==> config.mk <==
export PLATFORM = sky130hd
export DESIGN_NAME = iic_txn_ctrl
export DESIGN_NICKNAME = d
export VERILOG_FILES = /design/src/design/hdmi_init_pkg.sv /design/src/design/iic_txn_ctrl.sv
export SDC_FILE = /design/constraint.sdc
export NUM_CORES = 1
export LEC_CHECK = 0
export BUFFER_PORTS_ARGS = -buffer_cell sky130_fd_sc_hd__buf_4
export CAP_MARGIN = 20
export CORE_ASPECT_RATIO = 1.25
export CORE_MARGIN = 2
export CORE_UTILIZATION = 44
export CTS_CLUSTER_SIZE = 10
export DETAILED_ROUTE_END_ITERATION = 6
export GPL_TIMING_DRIVEN = 0
export HOLD_SLACK_MARGIN = 0.1
export PLACE_DENSITY = 0.75
export SETUP_SLACK_MARGIN = 0.05
export SLEW_MARGIN = 20
export SYNTH_ARGS = -nofsm -noshare
export SYNTH_HDL_FRONTEND = slang
export SYNTH_SLANG_ARGS = --single-unit
==> constraint.sdc <==
create_clock -name clk -period 1.81 [get_ports clk]
set_input_delay 0.4525 -clock clk [delete_from_list [all_inputs] [get_ports clk]]
set_output_delay 0.4525 -clock clk [all_outputs]
set_load 0.01 [all_outputs]
==> src/design/hdmi_init_pkg.sv <==
`default_nettype none

package hdmi_init_pkg;

    //////////////////////////////
    // widths with a meaning
    typedef logic [15:0] reg_addr_t;   // register address inside the tx chip
    typedef logic [7:0]  reg_data_t;   // register value
    typedef logic [6:0]  dev_addr_t;   // 7-bit i2c device address
    typedef logic [4:0]  entry_idx_t;  // init table index
    typedef logic [4:0]  err_cnt_t;    // failed entries, saturating

    //////////////////////////////
    // bus and retry constants
    localparam dev_addr_t DEV_ADDR       = 7'h59;  // 0xb2 as 8-bit write address
    localparam int        MAX_RETRY      = 3;      // attempts per transaction
    localparam int        RETRY_W        = $clog2(MAX_RETRY);
    localparam int        QUARTER_CYCLES = 5;      // clk cycles per scl quarter
    localparam int        TICK_W         = $clog2(QUARTER_CYCLES);

    // bit engine commands
    typedef enum logic [2:0] {
        OP_START,     // start or repeated start
        OP_STOP,
        OP_WRITE,     // byte out, slave ack in
        OP_RD_ACK,    // byte in, master ack
        OP_RD_NACK    // byte in, master nack
    } bit_op_t;

    //////////////////////////////
    // register init table
    localparam int INIT_LEN = 24;

    localparam reg_addr_t INIT_ADDR [INIT_LEN] = '{
        16'h1281, 16'h0016, 16'h0009, 16'h0007,  // clock and pll setup
        16'h0008, 16'h000a, 16'h0003, 16'h0004,
        16'h0005, 16'h0006, 16'h1206, 16'h120f,  // video timing
        16'h1210, 16'h1211, 16'h1212, 16'h1213,
        16'h1080, 16'h1084, 16'h1086, 16'h1090,  // hdmi packet setup
        16'h1091, 16'h10b0, 16'h10b1, 16'h1100   // output enable last
    };

    localparam reg_data_t INIT_DATA [INIT_LEN] = '{
        8'h04, 8'h04, 8'h20, 8'h09,
        8'hf0, 8'h30, 8'h53, 8'h00,
        8'h06, 8'h04, 8'h03, 8'h10,
        8'h00, 8'h0c, 8'h40, 8'h21,
        8'h01, 8'h1c, 8'h50, 8'h81,
        8'h02, 8'h0d, 8'h4d, 8'h01
    };

endpackage

`default_nettype wire

==> src/design/iic_txn_ctrl.sv <==
`timescale 1ns/100ps
`default_nettype none

module iic_txn_ctrl (
    input  wire                        clk,
    input  wire                        rst_n,
    input  wire                        txn_valid,
    input  wire                        txn_read,
    input  wire hdmi_init_pkg::reg_addr_t  txn_addr,
    input  wire hdmi_init_pkg::reg_data_t  txn_wdata,
    input  wire                        bit_done,
    input  wire                        bit_ack,
    input  wire [7:0]                  bit_rbyte,
    output logic                       txn_done,
    output logic                       txn_nack,
    output hdmi_init_pkg::reg_data_t   txn_rdata,
    output logic                       bit_go,
    output hdmi_init_pkg::bit_op_t     bit_op,
    output logic [7:0]                 bit_wbyte
);
    import hdmi_init_pkg::*;

    typedef enum logic [3:0] {
        ST_IDLE,
        ST_START,
        ST_DEVW,     // device address, write bit
        ST_ADDRH,
        ST_ADDRL,
        ST_WDATA,
        ST_RSTART,   // repeated start before the read
        ST_DEVR,     // device address, read bit
        ST_RDATA,    // single byte, master nack
        ST_STOP
    } txn_state_t;

    txn_state_t state;
    txn_state_t next_state;
    logic       pend;        // bit engine credit is out
    logic       acked_step;  // step expects a slave ack
    logic       rd_q;
    reg_addr_t  addr_q;
    reg_data_t  wdata_q;

    //////////////////////////////
    // step decode
    always_comb
    begin
        acked_step = state inside {ST_DEVW, ST_ADDRH, ST_ADDRL, ST_WDATA, ST_DEVR};
        case (state)
            ST_START:  next_state = ST_DEVW;
            ST_DEVW:   next_state = ST_ADDRH;
            ST_ADDRH:  next_state = ST_ADDRL;
            ST_ADDRL:  next_state = rd_q ? ST_RSTART : ST_WDATA;
            ST_WDATA:  next_state = ST_STOP;
            ST_RSTART: next_state = ST_DEVR;
            ST_DEVR:   next_state = ST_RDATA;
            ST_RDATA:  next_state = ST_STOP;
            default:   next_state = ST_IDLE;   // stop ends the attempt
        endcase
        case (state)
            ST_START, ST_RSTART: bit_op = OP_START;
            ST_STOP:             bit_op = OP_STOP;
            ST_RDATA:            bit_op = OP_RD_NACK;
            default:             bit_op = OP_WRITE;
        endcase
        case (state)
            ST_DEVW:  bit_wbyte = {DEV_ADDR, 1'b0};
            ST_DEVR:  bit_wbyte = {DEV_ADDR, 1'b1};
            ST_ADDRH: bit_wbyte = addr_q[15:8];      // high byte first
            ST_ADDRL: bit_wbyte = addr_q[7:0];
            ST_WDATA: bit_wbyte = wdata_q;
            default:  bit_wbyte = 8'hff;
        endcase
    end

    // one bit command per step, only while the credit is home
    assign bit_go = (state != ST_IDLE) && !pend;

    always_ff @(posedge clk or negedge rst_n)
    begin
        if (!rst_n)
        begin
            state    <= ST_IDLE;
            pend     <= 1'b0;
            txn_done <= 1'b0;
            txn_nack <= 1'b0;
        end
        else
        begin
            txn_done <= 1'b0;
            if (bit_go)
                pend <= 1'b1;
            else if (bit_done)
                pend <= 1'b0;                   // credit returned
            if (state == ST_IDLE)
            begin
                if (txn_valid)
                begin
                    txn_nack <= 1'b0;
                    state    <= ST_START;
                end
            end
            else if (bit_done)
            begin
                if (acked_step && !bit_ack)
                begin
                    txn_nack <= 1'b1;           // abort, still close with a stop
                    state    <= ST_STOP;
                end
                else
                    state <= next_state;
                if (state == ST_STOP)
                    txn_done <= 1'b1;           // nack and rdata valid now
            end
        end
    end

    // request payload and read data
    always_ff @(posedge clk)
    begin
        if (txn_valid && (state == ST_IDLE))
        begin
            rd_q    <= txn_read;
            addr_q  <= txn_addr;
            wdata_q <= txn_wdata;
        end
        if (bit_done && (state == ST_RDATA))
            txn_rdata <= bit_rbyte;
    end

endmodule

`default_nettype wire

### Word-level counts from Yosys, hierarchy flattened

Cells that the tools add are included.

* muxes and demuxes: 17
* eq/ne operators: 10
* reduce and logical (&&, ||, !) cells: 16

Operators by type and width (number)
* 8-bit one-hot mux with 5 select lines: 1
* 4-bit one-hot mux with 7 select lines: 1
* 4-bit by 3-bit equality test with 1-bit output, second input constant: 4
* 4-bit 2-to-1 mux: 4
* 1-bit 2-to-1 mux: 9
* 3-bit one-hot mux with 3 select lines: 1
* 4-bit by 2-bit equality test with 1-bit output, second input constant: 2
* 4-bit equality test, second input constant: 2
* 2-bit nonzero test: 3
* 5-bit nonzero test: 1
* 4-bit by 1-bit equality test with 1-bit output, second input constant: 1
* 1-bit logical AND: 4
* 4-bit zero test: 1
* 4-bit nonzero test: 1
* 2-bit OR reduction: 2
* 3-bit AND reduction: 1
* 1-bit zero test: 2
* 2-bit 2-to-1 mux: 1
* 2-bit != test, second input constant: 1
* 2-bit AND reduction: 1

* input bits: 38
* output and inout bits: 22
* flip-flop bits (word level): 40

### Logic depth before layout (Yosys ltp)

* word-level depth: 6
* mapped depth: 5
* mapped depth without buffers: 4

### Worst setup path before layout

Ideal clock, no wire load.

* path kind: reg-to-reg
* start point: register state[3]
* end point: register txn_rdata[0], enable pin
* path slack: -124 ps
* data arrival time: 1551 ps
* required time: 1427 ps
* cell stages (with the launch flop): 4
* cells stage by stage: dfrtp_1 buf_4 or3b_2 nor3_1

* word-level cells in the longest chain between the ends: 2

RTL lines
* from (decl): line iic_txn_ctrl.sv:36 `txn_state_t state;`
* from (signal assigned): line iic_txn_ctrl.sv:111 `state <= next_state;`
* 4-bit equality test: line iic_txn_ctrl.sv:127 `if (bit_done && (state == ST_RDATA))`
* 1-bit logical AND: line iic_txn_ctrl.sv:127
* to (signal assigned): line iic_txn_ctrl.sv:128 `txn_rdata <= bit_rbyte;`
* to (decl): line iic_txn_ctrl.sv:16 `output hdmi_init_pkg::reg_data_t txn_rdata,`

Every way passes these cells.
A chain may end at the register's enable or synchronous reset.

### Worst setup path after layout

* start point: register state[0]
* end point: output port bit_wbyte[3]

* word-level cells in the longest chain between the ends: 2
* elaborated cells on any way between the ends: 6
* classes of those cells: 5 x eq/ne; 1 x mux

RTL lines
* 4-bit by 3-bit equality test with 1-bit output / 4-bit by 2-bit equality test with 1-bit output (equally long branches): line iic_txn_ctrl.sv:66 `case (state)`
* 8-bit one-hot mux with 5 select lines (*): line iic_txn_ctrl.sv:66
* to (decl): line iic_txn_ctrl.sv:19 `output logic [7:0] bit_wbyte`

Every way passes the cells marked *; elsewhere a longest branch is shown, timed or not.

==> impl_summary.txt <==
----------------------------------------------------
[Status]
  Result of the run ... finished, violations left
  Failing checks ... negative setup slack

[Worst setup path]
  Slowest stage cell on the critical path ... dfrtp_2
  Reg2reg end ... txn_rdata[7]
  Critical path capture point type ... output pin
  Req. time, crit path ... 1.36 ns
  Category of the critical setup timing path ... flip-flop to output pin
  Launch instance of the worst register-to-register path ... state[3]
  Worst Reg2Reg Path Length in Cells ... 4
  Most used cell, CP ... buf_4
  Crit path largest cell delay ... ~0.42 ns
  Arrival time at the worst endpoint ... 1.65 ns
  Reg2Reg Setup Slack ... 0.09 ns
  Biggest fanout along the worst timing path ... 6
  Startpoint type of the worst setup path ... flip-flop
  Kind of cell adding the most delay to the critical path ... buffers and inverters
  Sequence of cells on the critical path ... buf_6 -> buf_4 -> mux2_2 -> o21ai_1 -> nand3_1 -> buf_4
  Crit path buf inv count ... 3

[Synth]
  Cell type contributing the most total cell area after synthesis ... edfxtp_1
  Cell types occupying the most area after synthesis ... edfxtp_1 (59%), dfrtp_1 (10%), a21oi_1 (4.7%)
  Mapped cell area ... about 0.0017 mm²
  Cells after synthesis ... 129
  Average cell area after synthesis ... ~13 µm²
  Number of nets in the synthesized netlist ... 167
  Share of the yosys chip area belonging to registers ... 0.690
  Share of the synthesized area in the top cell type ... 0.587
  Library cells used by synthesis ... 36
  Synth Register Bits ... 40
  Most instantiated flip-flop cell in the synthesis netlist ... edfxtp_1
  Number of synthesized flops with an enable pin ... 33
  Share of flip-flops with an asynchronous set or reset after synthesis ... 0.175
  Yosys synthesis warning count ... 0

[Route]
  Avg WL per Cell ... 16.3 µm
  Detailed-route vias per instance ... approximately 5.5
  Wire length after detailed routing ... ~4100 µm
  Detailed Route Iter0 Violations ... between 50 and 60
  Residual DRC ... 0
  Via count ... between 1000 and 1500
  Total iterations of the first detailed-routing run ... 4
  Post-DRT Antenna Nets ... 0

[Power and ir drop]
  Power per cell area ... about 1500 mW/mm²
  Leakage Power ... between 1 and 1.5 nW
  Maximum vdd drop ... slightly above 0.8 mV
  Power Total ... 3.93 mW

[STA]
  Count of final setup violators ... 12
  Fin Setup TNS ... -2.63 ns
  WHS ... between 0.3 and 0.4 ns
  Maximum clock frequency ... about 470 MHz
  Setup repair after global routing missed its margin ... yes
  Post-Route Skew ... 0.00566 ns
  Final worst path period need ... between 2 and 2.5 ns
  Worst slew margin ... 0.654
  Slew @ Worst Pin ... just over 0.5 ns
  Fraction of the cycle the final worst path needs ... 1.16
  Final number of max-transition violations ... 0
  Worst Setup Slack, final ... -0.296 ns
  Count of final hold-check violations ... 0

[Worst hold path]
  Type of the tightest min-delay check ... input port to flip-flop
  Worst-case hold path end point ... wdata_q[7]
  Worst hold path depth ... 1
  Hold_sp ... txn_wdata[7]

[CTS]
  Register clock-pin slew on the reported worst setup and hold paths ... approximately 0.080 ns
  Max Buffers Root-to-Sink ... 2
  Depth of the CTS H-tree ... 2
  Clk sink count ... 40
  TritonCTS clock tree ... yes
  Total CTS buffers ... 5
  Clk root buf ... clkbuf_8
  Insertion delay of the later-clocked pin in the worst-skew pair ... roughly 0.3 ns

[Floorplanning]
  I/O Pins ... 60
  Starting density of the core ... 0.454
  Standard-cell row count ... 25
  Die Width ... just under 60 µm
  Area of the core ... between 0.003 and 0.004 mm²
  Die height ... approximately 73 µm
  Die outline area ... approximately 0.0044 mm²

[Cells and area]
  Leading cell type in the layout, fill and taps excluded ... buf_4
  Growth of design area from synthesis to finish ... 54.4%
  Most frequent cells in the layout ... buf_4 (65), edfxtp_1 (33), a21oi_1 (13), buf_6 (10), nor2_1 (9)
  Ant. Diodes ... 0
  Total Nets Final ... roughly 250
  Finished Core Util ... 0.701
  Share of final-layout standard cells stronger than drive strength 1 ... 0.528

[Global routing]
  Vias in the first global route ... approximately 1400
  Leftover overflow at the end of global routing ... 0
  First-pass GRT wire length ... between 6000 and 7000 µm
  Overall routing resource usage ... 0.201
  Antenna violations before repair ... 0
  Pin count of the biggest net entering global routing ... 14

[Place]
  Gpl congestion ... 0.827
  Port Buffers ... 59
  HPWL after DPL ... approximately 2600 µm

[Flow run]
  Max_cap viols ... 0

----------------------------------------------------
## metrics by stage
step	cells	setup WS [ns]	instance area [µm²]
after global placement	228	-0.255	2190
after global routing	252	-0.372	2610
after CTS	248	-0.293	2500
after floorplan	129	0.0855	1700
final	252	-0.296	2610
after detailed placement	228	-0.313	2190
## how the worst max path moves through the flow
| stage | startpoint | endpoint | slack [ns] | cells past startpoint |
|---|---|---|---|---|
| floorplan | state[0] | bit_wbyte[0] | 0.09 | 5 |
| global placement | state[0] | bit_wbyte[2] | -0.25 | 4 |
| detailed placement | state[0] | bit_wbyte[1] | -0.31 | 5 |
| CTS | state[0] | bit_wbyte[6] | -0.29 | 6 |
| global route | state[0] | bit_wbyte[1] | -0.37 | 6 |
| finish | state[0] | bit_wbyte[3] | -0.30 | 6 |
## cell families (layout without fill, tap and decap cells)
kind of cell | count (synthesis) | after routing | share of synthesized area
DFF | 40 | 40 | 0.690
AOI/OAI and AO/OA | 41 | 41 | 0.153
and+or+nand+nor | 33 | 33 | 0.109
muxes | 2 | 2 | 0.0126
buffers and inverters | 13 | 96 | 0.0348
## per-layer routing
| metal | up-vias | GRT usage | part of all wire |
|---|---|---|---|
| li1 | 654 | - | - |
| met1 | 649 | 0.231 | 0.37 |
| met2 | 74 | 0.333 | 0.52 |
| met3 | 10 | 0.0651 | 0.082 |
| met4 | 0 | 0.0934 | 0.020 |
| met5 | - | 0 | 0 |
## synthesized netlist by cell type, drive strengths merged, types with 2 or more instances
cell	instances
nand2b	2
nor2	10
nand2	5
o311ai	2
a221o	2
buf	6
edfxtp	33
o21ai	12
dfrtp	7
nor2b	3
inv	6
nor3	5
a21oi	16
## final cells by class
cell class	instances	area [µm²]
sequential	40	1170
fill	263	1110
timing repair buffer	74	613
multi-input combinational	76	567
clock buffer	5	68.8
buffer	7	61.3
tap	40	50.0
clock inverter	3	42.5
inverter	6	28.8
timing repair inverter	1	7.51
## what timing repair did
action	in CTS	in global routing
endpoints found under the hold margin	7	0
pin swaps	10	9
setup endpoints to repair	45	21
gates resized for setup	35	14
setup buffers	10	4
hold buffers	1	0
gates cloned	1	0
## flip-flops by register name, summed over array words and instances (netlist names)
signal     cells
wdata_q        8
txn_nack       1
rd_q           1
pend           1
addr_q        16
txn_rdata      8
state          4
txn_done       1
## worst register-to-register path, stage by stage (launching register included)
cell	delay, ns
dfrtp_1	0.33
buf_4	0.20
or3b_2	0.53
nor3_4	0.24
buf_12	0.15
## power breakdown
| part | internal (mW) | switching, mW |
|---|---|---|
| sequential | 1.23 | 0.0909 |
| combinational | 0.918 | 0.948 |
| clock | 0.408 | 0.331 |
(Power assumes the default switching activity.)
