--- src/design/hdmi_init_pkg.sv ---
`default_nettype none

package hdmi_init_pkg;

    //////////////////////////////
    // widths with a meaning
    typedef logic [15:0] reg_addr_t;   // register address inside the tx chip
    typedef logic [7:0]  reg_data_t;   // register value
    typedef logic [6:0]  dev_addr_t;   // 7-bit i2c device address
    typedef logic [4:0]  entry_idx_t;  // init table index
    typedef logic [4:0]  err_cnt_t;    // failed entries, saturating

    //////////////////////////////
    // bus and retry constants
    localparam dev_addr_t DEV_ADDR       = 7'h59;  // 0xb2 as 8-bit write address
    localparam int        MAX_RETRY      = 3;      // attempts per transaction
    localparam int        RETRY_W        = $clog2(MAX_RETRY);
    localparam int        QUARTER_CYCLES = 5;      // clk cycles per scl quarter
    localparam int        TICK_W         = $clog2(QUARTER_CYCLES);

    // bit engine commands
    typedef enum logic [2:0] {
        OP_START,     // start or repeated start
        OP_STOP,
        OP_WRITE,     // byte out, slave ack in
        OP_RD_ACK,    // byte in, master ack
        OP_RD_NACK    // byte in, master nack
    } bit_op_t;

    //////////////////////////////
    // register init table
    localparam int INIT_LEN = 24;

    localparam reg_addr_t INIT_ADDR [INIT_LEN] = '{
        16'h1281, 16'h0016, 16'h0009, 16'h0007,  // clock and pll setup
        16'h0008, 16'h000a, 16'h0003, 16'h0004,
        16'h0005, 16'h0006, 16'h1206, 16'h120f,  // video timing
        16'h1210, 16'h1211, 16'h1212, 16'h1213,
        16'h1080, 16'h1084, 16'h1086, 16'h1090,  // hdmi packet setup
        16'h1091, 16'h10b0, 16'h10b1, 16'h1100   // output enable last
    };

    localparam reg_data_t INIT_DATA [INIT_LEN] = '{
        8'h04, 8'h04, 8'h20, 8'h09,
        8'hf0, 8'h30, 8'h53, 8'h00,
        8'h06, 8'h04, 8'h03, 8'h10,
        8'h00, 8'h0c, 8'h40, 8'h21,
        8'h01, 8'h1c, 8'h50, 8'h81,
        8'h02, 8'h0d, 8'h4d, 8'h01
    };

endpackage

`default_nettype wire

--- src/design/iic_bit_engine.sv ---
`timescale 1ns/100ps
`default_nettype none

module iic_bit_engine (
    input  wire                         clk,
    input  wire                         rst_n,
    input  wire                         bit_go,
    input  wire hdmi_init_pkg::bit_op_t bit_op,
    input  wire [7:0]                   bit_wbyte,
    input  wire                         sda_in,
    output logic                        bit_done,
    output logic                        bit_ack,
    output logic [7:0]                  bit_rbyte,
    output logic                        iic_scl,
    output logic                        sda_oe
);
    import hdmi_init_pkg::*;

    logic              busy;
    bit_op_t           op_q;
    logic [1:0]        qtr;       // quarter within the current bit
    logic [3:0]        bit_cnt;   // 0..7 data, 8 ack
    logic [TICK_W-1:0] tick;
    logic [7:0]        tx_sr;     // msb goes out first
    logic              qtr_end;
    logic              is_byte;
    logic              last_q;
    logic [1:0]        next_q;
    logic [3:0]        next_b;
    logic              next_tx;

    // scl level and sda pull for one quarter
    function automatic logic [1:0] quarter_lines(bit_op_t op, logic [1:0] q,
                                                 logic [3:0] b, logic tx);
        logic scl_hi;
        logic pull;
        scl_hi = (q == 2'd1) || (q == 2'd2);    // high in the middle quarters
        case (op)
            OP_START:  pull = q[1];             // sda falls while scl high
            OP_STOP:
            begin
                scl_hi = (q != 2'd0);
                pull   = !q[1];                 // sda rises while scl high
            end
            OP_WRITE:  pull = (b < 4'd8) && !tx; // ack bit left to the slave
            OP_RD_ACK: pull = (b == 4'd8);
            default:   pull = 1'b0;             // nack, line released
        endcase
        return {scl_hi, pull};
    endfunction

    //////////////////////////////
    // quarter sequencing
    always_comb
    begin
        qtr_end = busy && (tick == TICK_W'(QUARTER_CYCLES - 1));
        is_byte = op_q inside {OP_WRITE, OP_RD_ACK, OP_RD_NACK};
        last_q  = (qtr == 2'd3) && (!is_byte || (bit_cnt == 4'd8));
        next_q  = qtr + 2'd1;
        next_b  = (qtr == 2'd3) ? bit_cnt + 4'd1 : bit_cnt;
        next_tx = (qtr == 2'd3) ? tx_sr[6] : tx_sr[7];
    end

    always_ff @(posedge clk or negedge rst_n)
    begin
        if (!rst_n)
        begin
            busy     <= 1'b0;
            op_q     <= OP_STOP;
            qtr      <= '0;
            bit_cnt  <= '0;
            tick     <= '0;
            bit_done <= 1'b0;
            iic_scl  <= 1'b1;                   // bus released
            sda_oe   <= 1'b0;
        end
        else
        begin
            bit_done <= 1'b0;
            if (!busy)
            begin
                if (bit_go)
                begin
                    busy    <= 1'b1;
                    op_q    <= bit_op;
                    qtr     <= '0;
                    bit_cnt <= '0;
                    tick    <= '0;
                    {iic_scl, sda_oe} <= quarter_lines(bit_op, 2'd0, 4'd0, bit_wbyte[7]);
                end
            end
            else if (!qtr_end)
                tick <= tick + 1'b1;
            else
            begin
                tick <= '0;
                if (last_q)
                begin
                    busy     <= 1'b0;           // lines hold their last level
                    bit_done <= 1'b1;
                end
                else
                begin
                    qtr     <= next_q;
                    bit_cnt <= next_b;
                    {iic_scl, sda_oe} <= quarter_lines(op_q, next_q, next_b, next_tx);
                end
            end
        end
    end

    // data shift registers
    always_ff @(posedge clk)
    begin
        if (!busy && bit_go)
            tx_sr <= bit_wbyte;
        else if (qtr_end && (qtr == 2'd3))
            tx_sr <= {tx_sr[6:0], 1'b0};
        if (qtr_end && (qtr == 2'd1) && is_byte)
        begin
            if (bit_cnt < 4'd8)
                bit_rbyte <= {bit_rbyte[6:0], sda_in};  // sample mid scl high
            else
                bit_ack <= (op_q == OP_WRITE) ? !sda_in : 1'b1;
        end
    end

endmodule

`default_nettype wire

--- config.mk ---
export PLATFORM = sky130hd
export DESIGN_NAME = iic_bit_engine
export DESIGN_NICKNAME = d
export VERILOG_FILES = /design/src/design/hdmi_init_pkg.sv /design/src/design/iic_bit_engine.sv
export SDC_FILE = /design/constraint.sdc
export NUM_CORES = 1
export LEC_CHECK = 0
export ABC_AREA = 1
export BUFFER_PORTS_ARGS = -buffer_cell sky130_fd_sc_hd__buf_4
export CORE_ASPECT_RATIO = 2
export CORE_MARGIN = 5
export CORE_UTILIZATION = 45
export CTS_CLUSTER_SIZE = 25
export DETAILED_ROUTE_END_ITERATION = 6
export PLACE_DENSITY = 0.78
export RECOVER_POWER = 100
export SYNTH_ARGS = -nofsm -noshare
export SYNTH_HDL_FRONTEND = slang
export SYNTH_SLANG_ARGS = --single-unit
--- constraint.sdc ---
create_clock -name clk -period 2.1 [get_ports clk]
set_clock_uncertainty 0.15 [all_clocks]
set_input_delay 0.21 -clock clk [delete_from_list [all_inputs] [get_ports clk]]
set_output_delay 0.21 -clock clk [all_outputs]
set_load 0.02 [all_outputs]
### Word level (Yosys, flattened, before mapping)

Cells that the tools add are included.

* bits in registers: 33
* bits in latches: 0
* bits in writable memories: 0
* ROM bits: 0
* input bits: 15
* output and inout bits: 12
* logic and storage cells: 90
* memories: 0

* add/subtract/negate cells: 3
* multiply operators: 0
* div/mod/pow operators: 0
* magnitude comparators: 2
* equal/unequal tests: 15
* shift operators: 0
* muxes and demuxes: 33
* bitwise gates (word level): 2
* reduce and logical (&&, ||, !) cells: 24

Operator list (count)
* $mux 4: 5
* $mux 1: 17
* $mux 8: 2
* $eq 3x2->1 const B: 3
* $mux 3: 3
* $eq 4x4->1 const B: 2
* $lt 4x4->1 const B: 2
* $mux 2: 4
* $logic_and 1x1->1: 7
* $eq 3x1->1 const B: 2
* $eq 3x3->1 const B: 2
* $logic_not 1->1: 6
* $reduce_and 2->1: 3
* $reduce_bool 2->1: 3
* $add 4x1->4 const B: 1
* $eq 2x1->1 const B: 2
* $eq 2x2->1 const B: 2
* $pmux 1 s4: 1
* $add 3x1->3 const B: 1
* $logic_not 3->1: 1
* $reduce_and 3->1: 1
* $reduce_bool 3->1: 1
* $add 2x1->2 const B: 1
* $logic_or 1x1->1: 2
* 4 further kinds: 5

### Longest topological paths before layout

Gate-level depths: netlist of run 1.

* word-level depth: 8
* mapped depth: 11

### Least setup slack after synthesis of run 1

OpenSTA, ideal clock, no wires.

* path kind: reg-to-reg
* start point: reg tick[0]
* end point: reg tx_sr[0] (enable)
* arrival: 1.381 ns
* required time: 1.566 ns
* slack: 0.185 ns
* cell stages (with the launch flop): 5
* path buffers: 0
* period minus slack after synthesis: 1.915 ns
* cells stage by stage: dfrtp_1 inv_1 ha_1 nand3_1 o21ai_0

* longest elaborated chain between the ends: 4

RTL lines
* start, declared: RTL line iic_bit_engine.sv:23 `logic [TICK_W-1:0] tick;`
* start signal, assigned: RTL line iic_bit_engine.sv:93 `tick <= tick + 1'b1;`
* $eq 3x3->1: RTL line iic_bit_engine.sv:56 `qtr_end = busy && (tick == TICK_W'(QUARTER_CYCLES - 1));`
* $logic_and 1x1->1: RTL line iic_bit_engine.sv:56
* $logic_and 1x1->1: RTL line iic_bit_engine.sv:117 `else if (qtr_end && (qtr == 2'd3))`
* $reduce_bool 2->1 (no line)
* end signal, assigned: RTL line iic_bit_engine.sv:116 `tx_sr <= bit_wbyte;`
* end signal, assigned: RTL line iic_bit_engine.sv:118 `tx_sr <= {tx_sr[6:0], 1'b0};`
* end, declared: RTL line iic_bit_engine.sv:24 `logic [7:0] tx_sr;`

No other way between the ends.
A chain may end at the register's enable or synchronous reset.

### Worst setup path in the final report of run 1

* start point: reg bit_cnt[0]
* end point: reg qtr[0]

* longest elaborated chain between the ends: 5

RTL lines
* start, declared: RTL line iic_bit_engine.sv:22 `logic [3:0] bit_cnt;`
* start signal, assigned: RTL line iic_bit_engine.sv:105 `bit_cnt <= next_b;`
* $eq 4x4->1: RTL line iic_bit_engine.sv:58 `last_q = (qtr == 2'd3) && (!is_byte || (bit_cnt == 4'd8));`
* $logic_or 1x1->1: RTL line iic_bit_engine.sv:58
* $logic_and 1x1->1: RTL line iic_bit_engine.sv:58
* $ne 2x2->1 (no line)
* $reduce_and 3->1 (no line)
* end signal, assigned: RTL line iic_bit_engine.sv:104 `qtr <= next_q;`
* end, declared: RTL line iic_bit_engine.sv:21 `logic [1:0] qtr;`

No other way between the ends.

==> metrics, run 1 <==
reported net switching power 0.8912 mW; number of DRC violations after detailed-routing iteration 0 31; P&R area growth vs syn 16.20%; reg2reg path depth 9; number of detailed-routing iterations run before antenna repair 4; Async SR Flop Fraction 48.48%; reported leakage power 0.8458 nW; n_diodes 0; overflow left after global routing 0; count of vias placed by the detailed router 1217; wire length after detailed routing 3.255 mm; relative contribution of the clock network to total power 21.5%; crit path capture type flop; setup total negative slack 0 ns; net switching share of the total power 38.23%; classification of the worst setup path reg -> reg; net count of the mapped netlist 178; estimated wirelength of the detail-placed design 2.550 mm; utilization of the core after routing 53.58%; Worst-Margin Slew 0.9085 ns; cell at the root of the clock tree clkbuf_8; result of the run finished clean; level count of the clock H-tree 2; Max IR drop VDD 0.0008146 V; first-pass GRT wire length 5.699 mm; proportion of layout cells with a drive suffix above 1 23.44%; period utilization 88.14%; Max clock buf depth 2; global placement routability congestion 0.8641; # Post-CTS Setup Buffers 0; Hold Path Depth 3; Setup Viol. Count Final 0; max-capacitance violation count 0; critical-path maximum fanout 9; Hold-fix buffers, CTS 2; number of failing hold endpoints at the final stage 0; cells after synthesis 157; Syn. warnings 0; clk_lat worst skew 0.29 ns; number of cells upsized or downsized after cts 0; Synth top area share 31.03%; starting utilization of the core area 46.11%; post-detailed-route DRC marker count 0; required time of the critical path 2.13 ns; sequential cell area in the final layout 913.4 um2; achievable frequency 540.3 MHz; kind of start point of the critical path flop; TritonCTS clock tree yes; clock period minus worst slack 1.851 ns; footprint of the multi-input gates 580.6 um2; count of unique library cells instantiated by Yosys 26; layout filler cell count 369; wire length per cell after detailed routing 13.51 um; pin count of the biggest net entering global routing 20; logic gate share of total power 36.1%; number of buffers added on ports 26; RSZ-0062 raised after global routing no; Placement Setup Slack 0.2721 ns; antenna-violating nets left 0; EDFF count, synth 17; data arrival time of the worst path 1.88 ns; antenna violations before repair 0; horizontal die dimension 52.76 um; least setup slack across all paths after layout 0.2491 ns; cell types occupying the most area after synthesis edfxtp_1 (31%), dfrtp_1 (21%), nand2_1 (7.1%), ha_1 (4.6%), inv_1 (4.1%); Tightest Hold Check Type in -> reg; Nets 212; Primary FF master, synth edfxtp_1; most area-hungry cell type in the Yosys netlist edfxtp_1; tightest slew margin relative to the limit 39.43%; share of the yosys chip area belonging to registers 55.51%; number of global-route vias before repair 1279; number of flip-flops and latches in the synthesized netlist 33; clk sink count 33; pins over their slew limit 0; placed insts 231; Non-Filler Instances 241; IO Pins 27; global routing usage summed across all routing layers 15.99%; clock buffers created by TritonCTS 5; area of the core 0.003568 mm2; average size of a mapped cell 10.48 um2; internal cell power 1.440 mW; vias per inst 5.050; clock input transition at the sequential cells of the worst setup and hold paths 0.06 ns; combined area of all synthesized cells 0.001645 mm2; area of the die 0.005039 mm2; die span in y 95.51 um; std cell rows 31; share of total power in sequential cells 42.4%; power per cell area 1219 mW/mm2; Total Power Consumption 2.331 mW
[kinds of logic (layout without fill, tap and decap cells)]
logic type	after synthesis	in the layout	synth area share, %
xor gates and xnor gates	1	1	0.5324
muxes	6	6	4.106
buffers and inverters	26	61	7.300
AOI/OAI and AO/OA	21	21	8.137
adders and majority gates	6	6	4.563
DFF	33	33	55.51
and+or+nand+nor	64	64	19.85
[metal layers]
metal	vias up	GRT usage (%)	share of wire (%)
li1	591	-	-
met1	579	14.86	35
met2	35	28.84	56
met3	12	4.225	5.4
met4	0	10.87	4.1
met5	-	0	0
[cell usage in the layout (no fill, tap or decap)]
cell type,n
xnor2_1,1
nand2_8,1
edfxtp_1,17
dfrtp_1,14
dfstp_2,2
inv_1,19
nand4_1,3
o21ai_2,2
nand2_1,34
a21oi_1,3
nor2_1,10
mux2_2,6
clkbuf_1,14
nand2_2,4
a32o_1,1
a21oi_2,2
o21ai_0,7
buf_4,12
ha_1,6
inv_2,4
dlygate4sd3_1,2
clkbuf_2,2
clkbuf_4,1
nor2_2,1
nor3_1,1
clkinvlp_4,1
nand3_2,1
clkbuf_8,6
o22ai_1,5
a211oi_1,1
nand3_1,9
[worst paths after layout]
path / startpoint / to / slack (ns)
setup / recovery: bit_cnt[0]$_DFFE_PN0P_ / qtr[0]$_DFFE_PN0P_ / 0.25
hold / removal: bit_op[0] / op_q[0]$_DFFE_PN1P_ / 0.04
setup reg to reg: bit_cnt[0]$_DFFE_PN0P_ / qtr[0]$_DFFE_PN0P_ / 0.25
hold reg to reg: bit_rbyte[5]$_DFFE_PP_ / bit_rbyte[6]$_DFFE_PP_ / 0.31
max in group asynchronous: rst_n / tick[1]$_DFFE_PN0P_ / 0.83
min in group asynchronous: rst_n / bit_cnt[2]$_DFFE_PN0P_ / 0.41
[Yosys cell counts (5+ instances only)]
library cell / n
nor2_1: 10
inv_2: 5
mux2_2: 6
nand3_1: 8
edfxtp_1: 17
o22ai_1: 5
ha_1: 6
dfrtp_1: 14
nand2_2: 5
o21ai_0: 7
inv_1: 18
nand2_1: 31
[metrics by stage]
stage          cell area (um2)  hold slack [ns]
2_1_floorplan             1645          -0.2356
3_3_place_gp              1883         -0.06572
3_5_place_dp              1883         -0.06290
4_1_cts                   1997          0.03907
5_1_grt                   1912          0.05880
6_report                  1912          0.03720
[state kept, by name, summed over array words and instances, names as in the netlist, 2 cells and up]
name       count
bit_rbyte      8
tx_sr          8
tick           3
bit_cnt        4
qtr            2
op_q           3
[worst max-delay path, cell delays in order (launching register included)]
cell and delay (ns):
dfrtp_1 0.41, inv_1 0.12, ha_1 0.16, nand3_1 0.09, nand2_1 0.08, nand2_1 0.07
nand2_1 0.37, nand2_8 0.12, nand3_1 0.11, o21ai_2 0.05
[cell type report]
type | count | area share, %
flip-flops and latches | 33 | 47.77
multi-input cells | 98 | 30.37
repair buffers | 30 | 9.228
clock buffers | 7 | 4.516
inverters | 23 | 4.516
well taps | 49 | 3.207
clock inverters | 1 | 0.3927
[power groups by stage]
stage / Sequential (mW) / Combinational [mW] / Clock (mW)
floorplan: 0.996 / 0.694 / 0
global placement: 0.997 / 0.901 / 0
detailed placement: 1.00 / 0.922 / 0
CTS: 0.990 / 0.927 / 0.511
global route: 1.01 / 0.959 / 0.542
finish: 0.989 / 0.842 / 0.501
Note: power is estimated with default switching activity, not from simulation.
==> run 2: changes to the inputs <==
--- a/config.mk
+++ b/config.mk
@@ -9,10 +9,11 @@
 export BUFFER_PORTS_ARGS = -buffer_cell sky130_fd_sc_hd__buf_4
 export CORE_ASPECT_RATIO = 2
 export CORE_MARGIN = 5
-export CORE_UTILIZATION = 45
+export CORE_UTILIZATION = 55
+export CTS_CLUSTER_DIAMETER = 30
 export CTS_CLUSTER_SIZE = 25
 export DETAILED_ROUTE_END_ITERATION = 6
-export PLACE_DENSITY = 0.78
+export PLACE_DENSITY = 0.9
 export RECOVER_POWER = 100
 export SYNTH_ARGS = -nofsm -noshare
 export SYNTH_HDL_FRONTEND = slang
==> metrics, run 2 (same netlist as run 1, synthesis figures left out) <==
result of the run finished clean; antenna violations before repair 0 (unchanged); Placement Setup Slack 0.3216 ns (+0.04951 ns); hold endpoint op_q[0]$_DFFE_PN1P_; Placed Instance Area 0.001867 mm2 (-0.86%); Nets 213 (+0.47%); number of DRC violations after detailed-routing iteration 0 42 (+35%); relative contribution of the clock network to total power 19.5% (-2.0 points); level count of the clock H-tree 2 (unchanged); internal cell power 1.399 mW (-2.8%); global routing usage summed across all routing layers 19.04% (+3.0 points); area of the core 0.002908 mm2 (-19%); Max IR drop VDD 0.0009307 V (+14%); Hold Path Depth 3 (unchanged); n_diodes 0 (unchanged); leading cell types in the layout, fill and taps excluded nand2_1 (35), inv_1 (20), edfxtp_1 (17); setup slack on the worst flop-to-flop path 0.23 ns (-0.02 ns); power per cell area 1218 mW/mm2 (-0.12%); wire length after detailed routing 3.508 mm (+7.8%); estimated wirelength of the detail-placed design 2.708 mm (+6.2%); starting utilization of the core area 56.58% (+10 points); proportion of layout cells with a drive suffix above 1 21.76% (-1.7 points); critical-path maximum fanout 9 (unchanged); pin count of the biggest net entering global routing 20 (unchanged); count of vias placed by the detailed router 1231 (+1.2%); area of the die 0.004252 mm2 (-16%); clock input transition at the sequential cells of the worst setup and hold paths 0.07 ns (about the same); layout filler cell count 230 (-38%); Max clock buf depth 2 (unchanged); IO Pins 27 (unchanged); overflow left after global routing 0 (unchanged); Tightest Hold Check Type in -> reg; number of global-route vias before repair 1334 (+4.3%); antenna-violating nets left 0 (unchanged); placed insts 213 (-7.8%); number of cells upsized or downsized after cts 0 (unchanged); kind of start point of the critical path flop; tightest slew margin relative to the limit 38.09% (-1.3 points); RSZ-0062 raised after global routing no; number of failing hold endpoints at the final stage 0 (unchanged); std cell rows 28 (-9.7%); logic gate share of total power 37.6% (+1.5 points); Crit Reg-Reg Startpoint bit_cnt[0]$_DFFE_PN0P_; setup total negative slack 0 ns (unchanged); Worst-Margin Slew 0.9287 ns (+0.02017 ns); least setup slack across all paths after layout 0.2299 ns (-0.01914 ns); reported net switching power 0.8939 mW (+0.31%); pins over their slew limit 0 (unchanged); die span in y 87.35 um (-8.5%); most common cell after layout, fill and taps aside nand2_1; first-pass GRT wire length 6.009 mm (+5.4%); number of buffers added on ports 26 (unchanged); # Post-CTS Setup Buffers 0 (unchanged); sequential cell area in the final layout 913.4 um2 (unchanged); achievable frequency 534.7 MHz (-1.0%); footprint of the multi-input gates 575.6 um2 (-0.86%); vias per inst 5.520 (+9.3%); horizontal die dimension 48.68 um (-7.7%); clock buffers created by TritonCTS 5 (unchanged); wire length per cell after detailed routing 15.73 um (+16%); number of detailed-routing iterations run before antenna repair 5 (+1); post-detailed-route DRC marker count 0 (unchanged); P&R area growth vs syn 14.45%; utilization of the core after routing 64.76% (+11 points); reported leakage power 0.8498 nW (+0.47%); Setup Viol. Count Final 0 (unchanged); crit path capture type flop; Largest regs bit_rbyte: 8 flops, tx_sr: 8 flops, bit_cnt: 4 flops; clk_lat worst skew 0.29 ns (about the same); reg2reg path depth 9 (unchanged); net switching share of the total power 38.98% (+0.75 points); required time of the critical path 2.13 ns (about the same); Non-Filler Instances 223 (-7.5%); data arrival time of the worst path 1.90 ns (+0.02 ns); FF-to-FF End sda_oe$_DFFE_PN0P_; TritonCTS clock tree yes; global placement routability congestion 0.8114 (-6.1%); classification of the worst setup path reg -> reg; Post-Layout Inst Area 0.001883 mm2 (-1.5%); clock period minus worst slack 1.870 ns (+0.01914 ns); cell at the root of the clock tree clkbuf_8; period utilization 89.05% (+0.91 points); share of total power in sequential cells 42.9% (+0.5 points); clk sink count 33 (unchanged); hold path start bit_op[0]; max-capacitance violation count 0 (unchanged)
## run 2: metal layers
metal	up-vias	track usage (%)	wire [um]
li1	592	-	-
met2	37	37.02	2071
met5	-	0	0
met3	15	4.117	163
met1	587	16.07	1101
met4	0	13.48	172
## run 2: repair_timing
action,in CTS,in global routing
hold endpoints to repair,17,0
endpoints found under the setup margin,0,0
hold buffers,2,0
## run 2: worst max path at each step
| stage | to | cells past startpoint | slack (ns) | start |
|---|---|---|---|---|
| 5_1_grt | sda_oe$_DFFE_PN0P_ | 9 | 0.1 | bit_cnt[1]$_DFFE_PN0P_ |
| 3_5_place_dp | bit_rbyte[2]$_DFFE_PP_ | 7 | 0.32 | tick[0]$_DFFE_PN0P_ |
| 3_3_place_gp | bit_rbyte[0]$_DFFE_PP_ | 7 | 0.38 | tick[0]$_DFFE_PN0P_ |
| 2_1_floorplan | tx_sr[0]$_SDFFCE_PN0P_ | 4 | 0.18 | tick[0]$_DFFE_PN0P_ |
| 6_report | sda_oe$_DFFE_PN0P_ | 9 | 0.23 | bit_cnt[0]$_DFFE_PN0P_ |
| 4_1_cts | sda_oe$_DFFE_PN0P_ | 9 | 0.31 | qtr[0]$_DFFE_PN0P_ |
## run 2: power by group through the flow
| stage | logic [mW] | clock network [mW] | registers, mW |
|---|---|---|---|
| 2_1_floorplan | 0.694 | 0 | 0.996 |
| 3_3_place_gp | 0.878 | 0 | 0.981 |
| 3_5_place_dp | 0.932 | 0 | 0.997 |
| 4_1_cts | 0.948 | 0.454 | 0.987 |
| 5_1_grt | 0.981 | 0.480 | 1.01 |
| 6_report | 0.862 | 0.448 | 0.984 |
## run 2: per-stage QoR
step | total power, mW | hold slack, ns
finish | 2.293 | 0.04157
floorplan | 1.689 | -0.2356
detailed placement | 1.929 | -0.06232
CTS | 2.388 | 0.03842
global placement | 1.859 | -0.06658
global route | 2.468 | 0.06888
## run 2: layout make-up
| class | instances | share of cell area, % |
|---|---|---|
| flip-flops and latches | 33 | 48.50 |
| clock inverters | 3 | 0.6645 |
| well taps | 30 | 1.993 |
| inverters | 23 | 4.585 |
| multi-input cells | 98 | 30.56 |
| clock buffers | 5 | 3.654 |
| repair buffers | 31 | 10.03 |
## run 2: worst max-delay path, cell delays in order (launching register included)
cell	delay [ns]
dfrtp_1	0.41
inv_1	0.11
ha_1	0.16
nand3_1	0.08
nand2_1	0.08
nand2_1	0.07
nand2_1	0.38
nand2_8	0.12
nor2_1	0.15
a21oi_2	0.04
