[src/design/hdmi_init_pkg.sv]
`default_nettype none

package hdmi_init_pkg;

    //////////////////////////////
    // widths with a meaning
    typedef logic [15:0] reg_addr_t;   // register address inside the tx chip
    typedef logic [7:0]  reg_data_t;   // register value
    typedef logic [6:0]  dev_addr_t;   // 7-bit i2c device address
    typedef logic [4:0]  entry_idx_t;  // init table index
    typedef logic [4:0]  err_cnt_t;    // failed entries, saturating

    //////////////////////////////
    // bus and retry constants
    localparam dev_addr_t DEV_ADDR       = 7'h59;  // 0xb2 as 8-bit write address
    localparam int        MAX_RETRY      = 3;      // attempts per transaction
    localparam int        RETRY_W        = $clog2(MAX_RETRY);
    localparam int        QUARTER_CYCLES = 5;      // clk cycles per scl quarter
    localparam int        TICK_W         = $clog2(QUARTER_CYCLES);

    // bit engine commands
    typedef enum logic [2:0] {
        OP_START,     // start or repeated start
        OP_STOP,
        OP_WRITE,     // byte out, slave ack in
        OP_RD_ACK,    // byte in, master ack
        OP_RD_NACK    // byte in, master nack
    } bit_op_t;

    //////////////////////////////
    // register init table
    localparam int INIT_LEN = 24;

    localparam reg_addr_t INIT_ADDR [INIT_LEN] = '{
        16'h1281, 16'h0016, 16'h0009, 16'h0007,  // clock and pll setup
        16'h0008, 16'h000a, 16'h0003, 16'h0004,
        16'h0005, 16'h0006, 16'h1206, 16'h120f,  // video timing
        16'h1210, 16'h1211, 16'h1212, 16'h1213,
        16'h1080, 16'h1084, 16'h1086, 16'h1090,  // hdmi packet setup
        16'h1091, 16'h10b0, 16'h10b1, 16'h1100   // output enable last
    };

    localparam reg_data_t INIT_DATA [INIT_LEN] = '{
        8'h04, 8'h04, 8'h20, 8'h09,
        8'hf0, 8'h30, 8'h53, 8'h00,
        8'h06, 8'h04, 8'h03, 8'h10,
        8'h00, 8'h0c, 8'h40, 8'h21,
        8'h01, 8'h1c, 8'h50, 8'h81,
        8'h02, 8'h0d, 8'h4d, 8'h01
    };

endpackage

`default_nettype wire

[src/design/init_sequencer.sv]
`timescale 1ns/100ps
`default_nettype none

module init_sequencer (
    input  wire                       clk,
    input  wire                       rst_n,
    input  wire                       txn_done,
    input  wire                       txn_nack,
    input  wire hdmi_init_pkg::reg_data_t txn_rdata,
    output logic                      txn_valid,
    output logic                      txn_read,
    output hdmi_init_pkg::reg_addr_t  txn_addr,
    output hdmi_init_pkg::reg_data_t  txn_wdata,
    output logic                      init_done,
    output logic                      init_error,
    output hdmi_init_pkg::err_cnt_t   err_count
);
    import hdmi_init_pkg::*;

    typedef enum logic [1:0] {
        SQ_ISSUE,   // spend the credit
        SQ_WAIT,    // credit out, wait for done
        SQ_DONE     // table finished, bus left idle
    } sq_state_t;

    sq_state_t          state;
    entry_idx_t         idx;         // current table entry
    logic [RETRY_W-1:0] attempt;     // attempts used so far, minus one
    logic               credit;      // one transaction in flight at most
    logic               last_try;
    logic               txn_fail;
    logic               entry_end;
    err_cnt_t           err_next;

    // table entry drives the request payload
    assign txn_addr  = INIT_ADDR[idx];
    assign txn_wdata = INIT_DATA[idx];

    //////////////////////////////
    // outcome of the returning transaction
    always_comb
    begin
        last_try  = (attempt == RETRY_W'(MAX_RETRY - 1));
        txn_fail  = txn_nack ? last_try
                             : (txn_read && (txn_rdata != INIT_DATA[idx]));  // read-back mismatch
        entry_end = txn_fail || (txn_read && !txn_nack);  // failed, or read-back finished
        err_next  = (txn_fail && (err_count != '1)) ? err_count + 1'b1 : err_count;
    end

    always_ff @(posedge clk or negedge rst_n)
    begin
        if (!rst_n)
        begin
            state      <= SQ_ISSUE;
            idx        <= '0;
            attempt    <= '0;
            credit     <= 1'b1;      // credit held after reset
            txn_valid  <= 1'b0;
            txn_read   <= 1'b0;
            init_done  <= 1'b0;
            init_error <= 1'b0;
            err_count  <= '0;
        end
        else
        begin
            txn_valid <= 1'b0;                  // one cycle pulse
            case (state)
                SQ_ISSUE:
                begin
                    if (credit)
                    begin
                        txn_valid <= 1'b1;
                        credit    <= 1'b0;
                        state     <= SQ_WAIT;
                    end
                end
                SQ_WAIT:
                begin
                    if (txn_done)
                    begin
                        credit    <= 1'b1;      // credit back
                        err_count <= err_next;
                        if (!entry_end)
                        begin
                            if (txn_nack)
                                attempt <= attempt + 1'b1;  // retry same transaction
                            else
                            begin
                                attempt  <= '0;
                                txn_read <= 1'b1;           // write ok, now read back
                            end
                            state <= SQ_ISSUE;
                        end
                        else
                        begin
                            attempt  <= '0;
                            txn_read <= 1'b0;
                            if (idx == entry_idx_t'(INIT_LEN - 1))
                            begin
                                init_done  <= 1'b1;          // sticky until reset
                                init_error <= (err_next != '0);
                                state      <= SQ_DONE;
                            end
                            else
                            begin
                                idx   <= idx + 1'b1;
                                state <= SQ_ISSUE;
                            end
                        end
                    end
                end
                default: state <= SQ_DONE;      // stay finished
            endcase
        end
    end

endmodule

`default_nettype wire

[config.mk]
export PLATFORM = sky130hd
export DESIGN_NAME = init_sequencer
export DESIGN_NICKNAME = d
export VERILOG_FILES = /design/src/design/hdmi_init_pkg.sv /design/src/design/init_sequencer.sv
export SDC_FILE = /design/constraint.sdc
export NUM_CORES = 1
export LEC_CHECK = 0
export BUFFER_PORTS_ARGS = -buffer_cell sky130_fd_sc_hd__buf_2
export CAP_MARGIN = 20
export CORE_ASPECT_RATIO = 1.25
export CORE_UTILIZATION = 25
export DETAILED_ROUTE_END_ITERATION = 10
export PLACE_DENSITY = 0.41
export SKIP_LAST_GASP = 1
export SYNTH_ARGS = -nofsm -noshare
export SYNTH_HDL_FRONTEND = slang
export SYNTH_SLANG_ARGS = --single-unit
[constraint.sdc]
create_clock -name clk -period 7.3 [get_ports clk]
set_input_delay 0.73 -clock clk [delete_from_list [all_inputs] [get_ports clk]]
set_output_delay 0.73 -clock clk [all_outputs]
set_load 0.05 [all_outputs]
Word level (Yosys, flattened, before mapping)
Memories as Yosys holds them, arrays and structs flattened.
Cells that the tools add are included.
{"block": "classes", "eq_ne": 8, "magnitude_cmp": 1, "reduce_logical": 14, "mux": 19, "addsub": 3, "bitwise_logic": 2}
{"cell": "$mux W16", "n": 2}
{"cell": "$mux W8", "n": 2}
{"cell": "$mux W2", "n": 6}
{"cell": "$add A5 B1 Y5 const B", "n": 2}
{"cell": "$ne A8 B8 Y1", "n": 1}
{"cell": "$reduce_and A4 Y1", "n": 2}
{"cell": "$ge A6 B6 Y1 const B", "n": 1}
{"cell": "$mux W1", "n": 6}
{"cell": "$not A5 Y6", "n": 1}
{"cell": "$reduce_and A2 Y1", "n": 3}
{"cell": "$eq A5 B5 Y1 const B", "n": 1}
{"cell": "$mux W5", "n": 1}
{"cell": "$ne A5 B5 Y1 const B", "n": 1}
{"cell": "$reduce_bool A5 Y1", "n": 1}
{"cell": "$ne A2 B2 Y1 const B", "n": 2}
{"cell": "$pmux W2 S2", "n": 1}
{"cell": "$logic_and A1 B1 Y1", "n": 3}
{"cell": "$reduce_and A3 Y1", "n": 1}
{"cell": "$add A2 B1 Y2 const B", "n": 1}
{"cell": "$eq A2 B1 Y1 const B", "n": 1}
{"cell": "$eq A2 B2 Y1 const B", "n": 1}
{"cell": "$logic_not A2 Y1", "n": 1}
{"cell": "$ne A2 B1 Y1 const B", "n": 1}
{"cell": "$pmux W1 S2", "n": 1}
{"cell": "other kinds (4)", "n": 4}
{"block": "totals", "in_bits": 12, "romBits": 768, "ff_bits": 19, "memories": 2}
{"memory": "(name not given)", "depth": 32, "width": 16, "rd": 1, "rd_clocked_by_memory_dff": 0, "write_ports": 0, "line_no": "init_sequencer.sv:36", "rtl": "assign txn_addr = INIT_ADDR[idx];"}
{"memory": "(name not given)", "depth": 32, "width": 8, "rd": 1, "rd_clocked_by_memory_dff": 0, "write_ports": 0, "line_no": "init_sequencer.sv:45", "rtl": ": (txn_read && (txn_rdata != INIT_DATA[idx]));"}

Depth between registers and ports, before layout
Gate-level depths: netlist (run 1).
{"block": "logic_depth", "word_depth": 11, "ltp_mapped": 13, "depth_no_buf": 10}

Worst setup path before layout (run 1)
OpenSTA, ideal clock, no wires.
{"block": "synth_path", "kind": "reg-to-reg", "startpoint": "reg idx[2]", "endpoint": "reg init_error", "setup_time_ns": 0.134, "period_less_slack_ns": 3.226, "path_buffers": 3, "arrival_ns": 3.092, "t_required_ns": 7.166, "path_stages_with_launch": 14, "setup_slack_ns": 4.074, "path_cell_list": "dfrtp_1 -> buf_6 -> buf_8 -> clkbuf_1 -> inv_1 -> ha_1 -> nand2_1 -> o211ai_2 -> xor2_2 -> nor4_1 -> a311oi_4 -> a211o_1 -> a31oi_1 -> a21oi_1"}
{"block": "synth_between", "elab_chain_len": 10, "word_cells_on_any_way": 13}
{"element": "from (decl)", "line_no": "init_sequencer.sv:27", "rtl": "entry_idx_t idx;"}
{"element": "from (signal assigned)", "line_no": "init_sequencer.sv:106", "rtl": "idx <= idx + 1'b1;"}
{"element": "$not A5 Y6 *"}
{"element": "$mem_v2 Z32 W8 *"}
{"element": "$mux W8 (implied by the code) * (2 in a row)", "line_no": "init_sequencer.sv:45"}
{"element": "net txn_wdata[4]", "line_no": "init_sequencer.sv:13", "rtl": "output hdmi_init_pkg::reg_data_t txn_wdata,"}
{"element": "$ne A8 B8 Y1 *", "line_no": "init_sequencer.sv:45"}
{"element": "$logic_and A1 B1 Y1 *", "line_no": "init_sequencer.sv:45"}
{"element": "$mux W1 *", "line_no": "init_sequencer.sv:44", "rtl": "txn_fail = txn_nack ? last_try"}
{"element": "$logic_and A1 B1 Y1", "line_no": "init_sequencer.sv:47", "rtl": "err_next = (txn_fail && (err_count != '1)) ? err_count + 1'b1 : err_count;"}
{"element": "$mux W5", "line_no": "init_sequencer.sv:47"}
{"element": "$reduce_bool A5 Y1", "line_no": "init_sequencer.sv:101", "rtl": "init_error <= (err_next != '0);"}
{"element": "to (signal assigned)", "line_no": "init_sequencer.sv:101"}
{"element": "to (decl)", "line_no": "init_sequencer.sv:15", "rtl": "output logic init_error,"}
The timed path passes the listed nets; every way through them passes the cells marked *. The select of a mux whose other input is x is not followed.
A chain may end at the register's enable or synchronous reset.

Final worst setup path (run 1)
{"block": "layout_path", "startpoint": "reg idx[2]", "endpoint": "reg init_error"}
{"block": "layout_between", "elab_chain_len": 10, "word_cells_on_any_way": 13}
{"element": "$not A5 Y6 (implied by the code)", "line_no": "init_sequencer.sv:45"}
{"element": "$mem_v2 Z32 W8"}
{"element": "$mux W8 (implied by the code) (2 in a row)", "line_no": "init_sequencer.sv:45"}
{"element": "$ne A8 B8 Y1", "line_no": "init_sequencer.sv:45"}
{"element": "$logic_and A1 B1 Y1", "line_no": "init_sequencer.sv:45"}
{"element": "$mux W1", "line_no": "init_sequencer.sv:44"}
{"element": "$logic_and A1 B1 Y1", "line_no": "init_sequencer.sv:47"}
{"element": "$mux W5", "line_no": "init_sequencer.sv:47"}
{"element": "$reduce_bool A5 Y1", "line_no": "init_sequencer.sv:101"}
Several ways; a longest one is shown, not always the timed one. The select of a mux whose other input is x is not followed.

==> impl_metrics.ini, run 1 <==
[sta]
rsz0062_at_grt = false
slew_headroom_pct = 43.6
setup_viol = 0
fmax_mhz = 306
worstMarginPinSlew_ps = 846
hold_slack_ps = 407
period_minus_slack_ps = 3260
fin_crit_sh_pct = 44.7
hold_viol = 0
skew_ps = 1.24
finalSetupTns_ps = 0
drv_slew = 0
setup_slack_ps = 4040

[power]
vdd_drop_max_uv = 49.8
internal-power_mw = 0.147
power_density_mw_per_mm2 = 102
leakage_nw = 0.959
p_seq_share_pct = 53.3
p_clk_share_pct = 38.3
power_frac_comb_pct = 8.3
switchingPower_mw = 0.0499
power.total_mw = 0.197
swShare_pct = 25.3

[yosys]
synthesis.area_mm2 = 0.00167
synth_warnings = 0
synth-async-reset-ratio_pct = 100
yosys-top-cells-area = dfrtp_1 (27%), ha_1 (8.2%), xnor2_1 (4.2%)
synthFlopType = dfrtp_1
avgSynthCellArea_um2 = 9.13
synth_edf_count = 0
synth_top_cell_by_area = dfrtp_1
netlist_instances = 183
synthDistinctLibCells = 59
yosys_register_bits = 19
ys_seq_area_share_pct = 28.5
synth_top_area_share_pct = 27.0

[placement]
place_inst = 298
numPortBuffers = 38
dpl_worst_slack_ps = 4060
gp_congestion = 0.742
dp_hpwl_um = 2970

[global_route]
grtUsageTotal_pct = 12.1
grt_pass1_wl_um = 6510
grt_use_met1_pct = 16.1
antenna_found_initial = 0
use_met2_pct = 20.0
first_global_vias = 1328
top_usage_layer = met2
grt_max_degree = 30
gr-usage-met3_pct = 2.59
grt_overflow = 0

[cells_and_area]
area_growth_pct = 15.7
nNetsFinal = 241
diodes = 0
fin_cells = 302
drive_above_1_share_pct = 28.6

[clock_network]
cts.clk_slew.worst_paths_ps = 80
cts_tree = yes
h-tree-depth = 1
postCtsSetupBuffers = 0
clk-insertion-delay-late_ps = 260
clockBufferDepth = 2
post_cts_resized = 0
root_buffer = clkbuf_8
cts.sink_count = 19
ctsHoldBuffers = 0
numCtsBuffers = 3

[critical_path]
reg2reg_slack_ps = 4040
cp-startpoint = idx[2]$_DFFE_PN0P_
critical_path_arrival_ps = 3390
path_max_fanout = 29
worstSetupPathType = reg -> reg
r2r_start = idx[2]$_DFFE_PN0P_
required_ps = 7430
worstSetupStartpointType = register
slowest_stage = dfrtp_1
critPathCaptureType = register
path_cells = inv_1, ha_1, nand2_1, o211ai_2, xor2_2, nor4_1, a311oi_4, a211o_1, a31oi_1, a21oi_1
cpPeakStageDelay_ps = 900

[detailed_routing]
wl_per_cell_um = 12.9
dr.pass1.iters = 4
remaining_drc_errors = 0
vias = 1359
ant_nets = 0
wirelength_um = 3900
via_per_inst = 4.50
drt_iter0_drc = 44

[floorplan]
coreArea_mm2 = 0.00633
dieArea_mm2 = 0.00701
die_h_um = 93.4
pin_count = 45
die_width_um = 75.1
rows = 32
start_util_pct = 26.4

[run]
maxCapViolCount = 0

[outcome]
outcome = completed

[min_path]
hold_class = in -> async
flip-flops by register name (all words and copies together) (netlist names):
register	count
attempt	2
idx	5
err_count	5
state	2
txn_read	1
init_error	1
credit	1
txn_valid	1
init_done	1
critical path, delay by kind of cell (launching register included):
family	cells	cell delay [ps]
adder cells (fa/ha/maj)	1	340
buffers and inverters	1	250
AND/OR/NAND/NOR	2	560
flip-flops	1	900
XOR/XNOR	1	170
AO/OA/AOI/OAI	5	910
layout by cell type, fill, tap and decap left out, types with 2 or more instances in the layout:
| master | Yosys | routed |
|---|---|---|
| buf_2 | 1 | 38 |
| dfrtp_1 | 18 | 18 |
| nor2_1 | 14 | 14 |
| nand2_1 | 13 | 13 |
| a21oi_1 | 11 | 11 |
| ha_1 | 11 | 11 |
| inv_1 | 10 | 10 |
| xnor2_1 | 8 | 8 |
| nand3_1 | 6 | 6 |
| conb_1 | 1 | 6 |
| nand2b_1 | 5 | 5 |
| nor3b_1 | 5 | 5 |
| o21ai_0 | 5 | 5 |
| xor2_1 | 5 | 5 |
| nor3_1 | 4 | 4 |
| mux2i_1 | 4 | 4 |
| mux2_4 | 3 | 3 |
| o31ai_1 | 3 | 3 |
| clkbuf_8 | 0 | 3 |
| nand3b_1 | 2 | 2 |
| o211ai_2 | 2 | 2 |
| and3_1 | 2 | 2 |
| a211oi_2 | 2 | 2 |
| o22a_1 | 2 | 2 |
| a211oi_1 | 2 | 2 |
| or2_2 | 2 | 2 |
| nor4_1 | 2 | 2 |
logic make-up (layout without fill, tap and decap cells):
logic type	after synthesis	after routing	synth area share [%]
mux	8	8	5.77
fa+ha+maj	11	11	8.24
compound gates	37	37	17.0
xor+xnor	14	14	7.79
flops	19	19	28.5
simple gates	69	69	24.0
buf+inv	24	53	8.39
other cells	1	6	0.225
power groups by stage:
stage	logic [mW]	clock network, mW	registers [mW]
2_1_floorplan	0.0126	0	0.107
3_3_place_gp	0.0168	0	0.107
3_5_place_dp	0.0167	0	0.107
4_1_cts	0.0167	0.0778	0.105
5_1_grt	0.0181	0.0830	0.105
6_report	0.0164	0.0756	0.105
synthesized netlist by cell type, types with 2 or more instances:
master    number
nand2_1       13
nor3b_1        5
nor3_1         4
nand2b_1       5
buf_6          2
a211oi_2       2
a21oi_1       11
or2_2          2
nor4_1         2
nor2_1        14
mux2_4         3
ha_1          11
o22a_1         2
nand3b_1       2
buf_4          6
clkbuf_1       2
o211ai_2       2
xor2_1         5
inv_1         10
o21ai_0        5
and3_1         2
o31ai_1        3
a211oi_1       2
mux2i_1        4
dfrtp_1       18
xnor2_1        8
nand3_1        6
path summary, 6_finish.rpt:
check	to	depth (start not counted)
worst max-delay path	init_error$_DFFE_PN0P_	10
worst min-delay path	err_count[3]$_DFFE_PN0P_	1
worst max register to register	init_error$_DFFE_PN0P_	10
worst min register to register	init_done$_DFFE_PN0P_	1
max in group asynchronous	credit$_DFFE_PN1P_	1
min in group clk	init_done$_DFFE_PN0P_	1
per-layer routing:
layer,vias up,routed length (µm),part of all wire [%]
li1,698,-,-
met1,633,1830,47
met2,26,1930,49
met3,2,139,3.6
met4,0,7,0.18
met5,-,0,0
through the flow:
stage                     util, %  cell area (µm²)
after floorplan                 -             1690
after global placement       29.8             1890
after detailed placement     29.8             1890
after CTS                    30.6             1930
after global routing         30.6             1930
final                        30.6             1930
layout make-up:
class / instances / area (µm²)
multi-input cells: 145 / 1070
repair buffers: 38 / 190
well taps: 85 / 106
fillers: 719 / 4390
clock inverters: 1 / 5.00
inverters: 11 / 41.3
flip-flops and latches: 19 / 477
clock buffers: 3 / 41.3
No activity file was read; power rests on OpenSTA's default activity.
==> run 2, diff against run 1 <==
--- a/config.mk
+++ b/config.mk
@@ -10,7 +10,7 @@
 export CORE_ASPECT_RATIO = 1.25
 export CORE_UTILIZATION = 25
 export DETAILED_ROUTE_END_ITERATION = 10
-export PLACE_DENSITY = 0.41
+export PLACE_DENSITY = 0.43
 export SKIP_LAST_GASP = 1
 export SYNTH_ARGS = -nofsm -noshare
 export SYNTH_HDL_FRONTEND = slang
==> constraint.sdc (replaced) <==
create_clock -name clk -period 2.7 [get_ports clk]
set_input_delay 0.27 -clock clk [delete_from_list [all_inputs] [get_ports clk]]
set_output_delay 0.27 -clock clk [all_outputs]
set_load 0.05 [all_outputs]
==> run 2 against run 1 <==
Combinational power increased to 2.9 times the previous value. Core utilization increased by 4.0 points. Clock power increased to 2.7 times the previous value. Wire length increased by 9.5%. Via count increased by 8.8%. Clock skew increased by 2.6 ps. Die area unchanged. Flip-flop and latch count unchanged. Setup slack got worse by 4000 ps. Highest routed layer unchanged. Global-route usage increased by 1.2 points. Final cell count increased by 7.6%.
==> impl_metrics.ini, run 2 (synthesis gave the netlist of run 1 again) <==
[sta]
setup_slack_ps = 54.1
rsz0062_at_grt = true
slew_headroom_pct = 62.9
hold_viol = 0
fmax_mhz = 378
worstMarginPinSlew_ps = 541
setup_viol = 0
drv_slew = 0
skew_ps = 3.84
fin_crit_sh_pct = 98.0
period_minus_slack_ps = 2650

[clock_network]
cts.sink_count = 19
clockBufferDepth = 2
numCtsBuffers = 3
clk-insertion-delay-late_ps = 260
cts.clk_slew.worst_paths_ps = 80
root_buffer = clkbuf_8
cts_tree = yes
h-tree-depth = 1

[global_route]
antenna_found_initial = 0
grt_pass1_wl_um = 7170
use_met2_pct = 22.2
grt_max_degree = 20
first_global_vias = 1472
gr-usage-met3_pct = 1.94
grt_use_met1_pct = 17.8
grt_overflow = 0
top_usage_layer = met2
grtUsageTotal_pct = 13.3

[detailed_routing]
vias = 1479
wirelength_um = 4270
wl_per_cell_um = 13.1
ant_nets = 0
dr.pass1.iters = 4
remaining_drc_errors = 0
via_per_inst = 4.55
drt_iter0_drc = 57

[outcome]
outcome = completed

[power]
vdd_drop_max_uv = 176
power_density_mw_per_mm2 = 246
power.total_mw = 0.536
leakage_nw = 1.07

[critical_path]
critPathCaptureType = register
reg2regPathDepth = 10
required_ps = 2840
reg2reg_slack_ps = 50
r2r_end = init_error$_DFFE_PN0P_
worstSetupPathType = reg -> reg
path_max_fanout = 5
worstSetupStartpointType = register
cp-startpoint = idx[0]$_DFFE_PN0P_
critical_path_arrival_ps = 2780
r2r_start = idx[0]$_DFFE_PN0P_
endpoint = init_error$_DFFE_PN0P_

[floorplan]
die_h_um = 93.4
start_util_pct = 26.4
coreArea_mm2 = 0.00633
rows = 32
pin_count = 45
dieArea_mm2 = 0.00701
die_width_um = 75.1

[cells_and_area]
mostFrequentLayoutCells = buf_2 (38), buf_4 (21), dfrtp_1 (15)
nNetsFinal = 264
final_area_mm2 = 0.00218
diodes = 0
top_regs = err_count: 5 flops, idx: 5 flops
fill_cells = 697
mostFrequentLayoutCell = buf_2
drive_above_1_share_pct = 41.3
area_growth_pct = 30.7

[min_path]
hold_class = in -> reg

[placement]
place_area_mm2 = 0.00206
dp_hpwl_um = 3360
gp_congestion = 0.763
numPortBuffers = 38
dpl_worst_slack_ps = 19.3

[run]
maxCapViolCount = 0
-- run 2: cell types whose count changed in the layout (fill, tap and decap cells not counted), sizes merged --
cell / delta
clkinv: -1
buf: +22
dlygate4sd3: +1
clkinvlp: +1
-- run 2: what timing repair did --
item                                   4_1_cts  5_1_grt
hold buffers                                 1        0
cloned                                       0        0
endpoints found under the hold margin       18        0
setup buffers                                0        1
pin swaps                                    1        6
setup endpoints to repair                    2        5
gates resized for setup                      0       15
-- run 2: power by group --
part	switching (mW)	total (mW)	leakage (nW)	internal, mW
clock network	0.101	0.205	0.0217	0.104
registers	0	0.284	0.246	0.284
logic	0.0343	0.0468	0.802	0.0124
total	0.136	0.536	1.07	0.401
-- run 2: per-layer routing --
layer,routed length [µm],vias up
li1,-,743
met1,2010,707
met2,2100,25
met3,120,4
met4,46,0
met5,0,-
-- run 2: layout make-up --
class / count / area [µm²] / share of cell area [%]
well taps: 85 / 106 / 4.87
inverters: 11 / 41.3 / 1.89
flip-flops and latches: 19 / 480 / 22.0
multi-input cells: 145 / 1140 / 52.1
clock buffers: 3 / 41.3 / 1.89
clock inverters: 1 / 7.51 / 0.344
repair buffers: 61 / 369 / 16.9
-- run 2: critical path, stage by stage (launching register included) --
cell and delay, ps:
dfrtp_2 450, buf_6 140, ha_2 190, mux2_4 300, a211oi_4 230, xnor2_1 120, nor3_2 310, a311oi_4 180
a211o_1 320, a31oi_1 200, a21oi_1 80
-- run 2: how the worst min path moves through the flow --
stage               startpoint                        to  slack, ps  cells after the start
finish                txn_nack      txn_read$_DFFE_PN0P_        260                      2
global route          txn_nack      txn_read$_DFFE_PN0P_        290                      2
CTS                   txn_nack      txn_read$_DFFE_PN0P_        260                      2
detailed placement       rst_n  err_count[2]$_DFFE_PN0P_        250                      1
global placement         rst_n  err_count[2]$_DFFE_PN0P_        250                      1
floorplan                rst_n    attempt[0]$_DFFE_PN0P_        -30                      0
-- run 2: metrics by stage --
step           cells  TNS [ps]  hold WS (ps)  util, %
2_1_floorplan    188      -299         -25.6        -
3_3_place_gp     319         0           246     32.6
3_5_place_dp     319         0           251     32.6
4_1_cts          324    -0.476           261     33.5
5_1_grt          325     -47.3           293     34.5
6_report         325         0           263     34.5
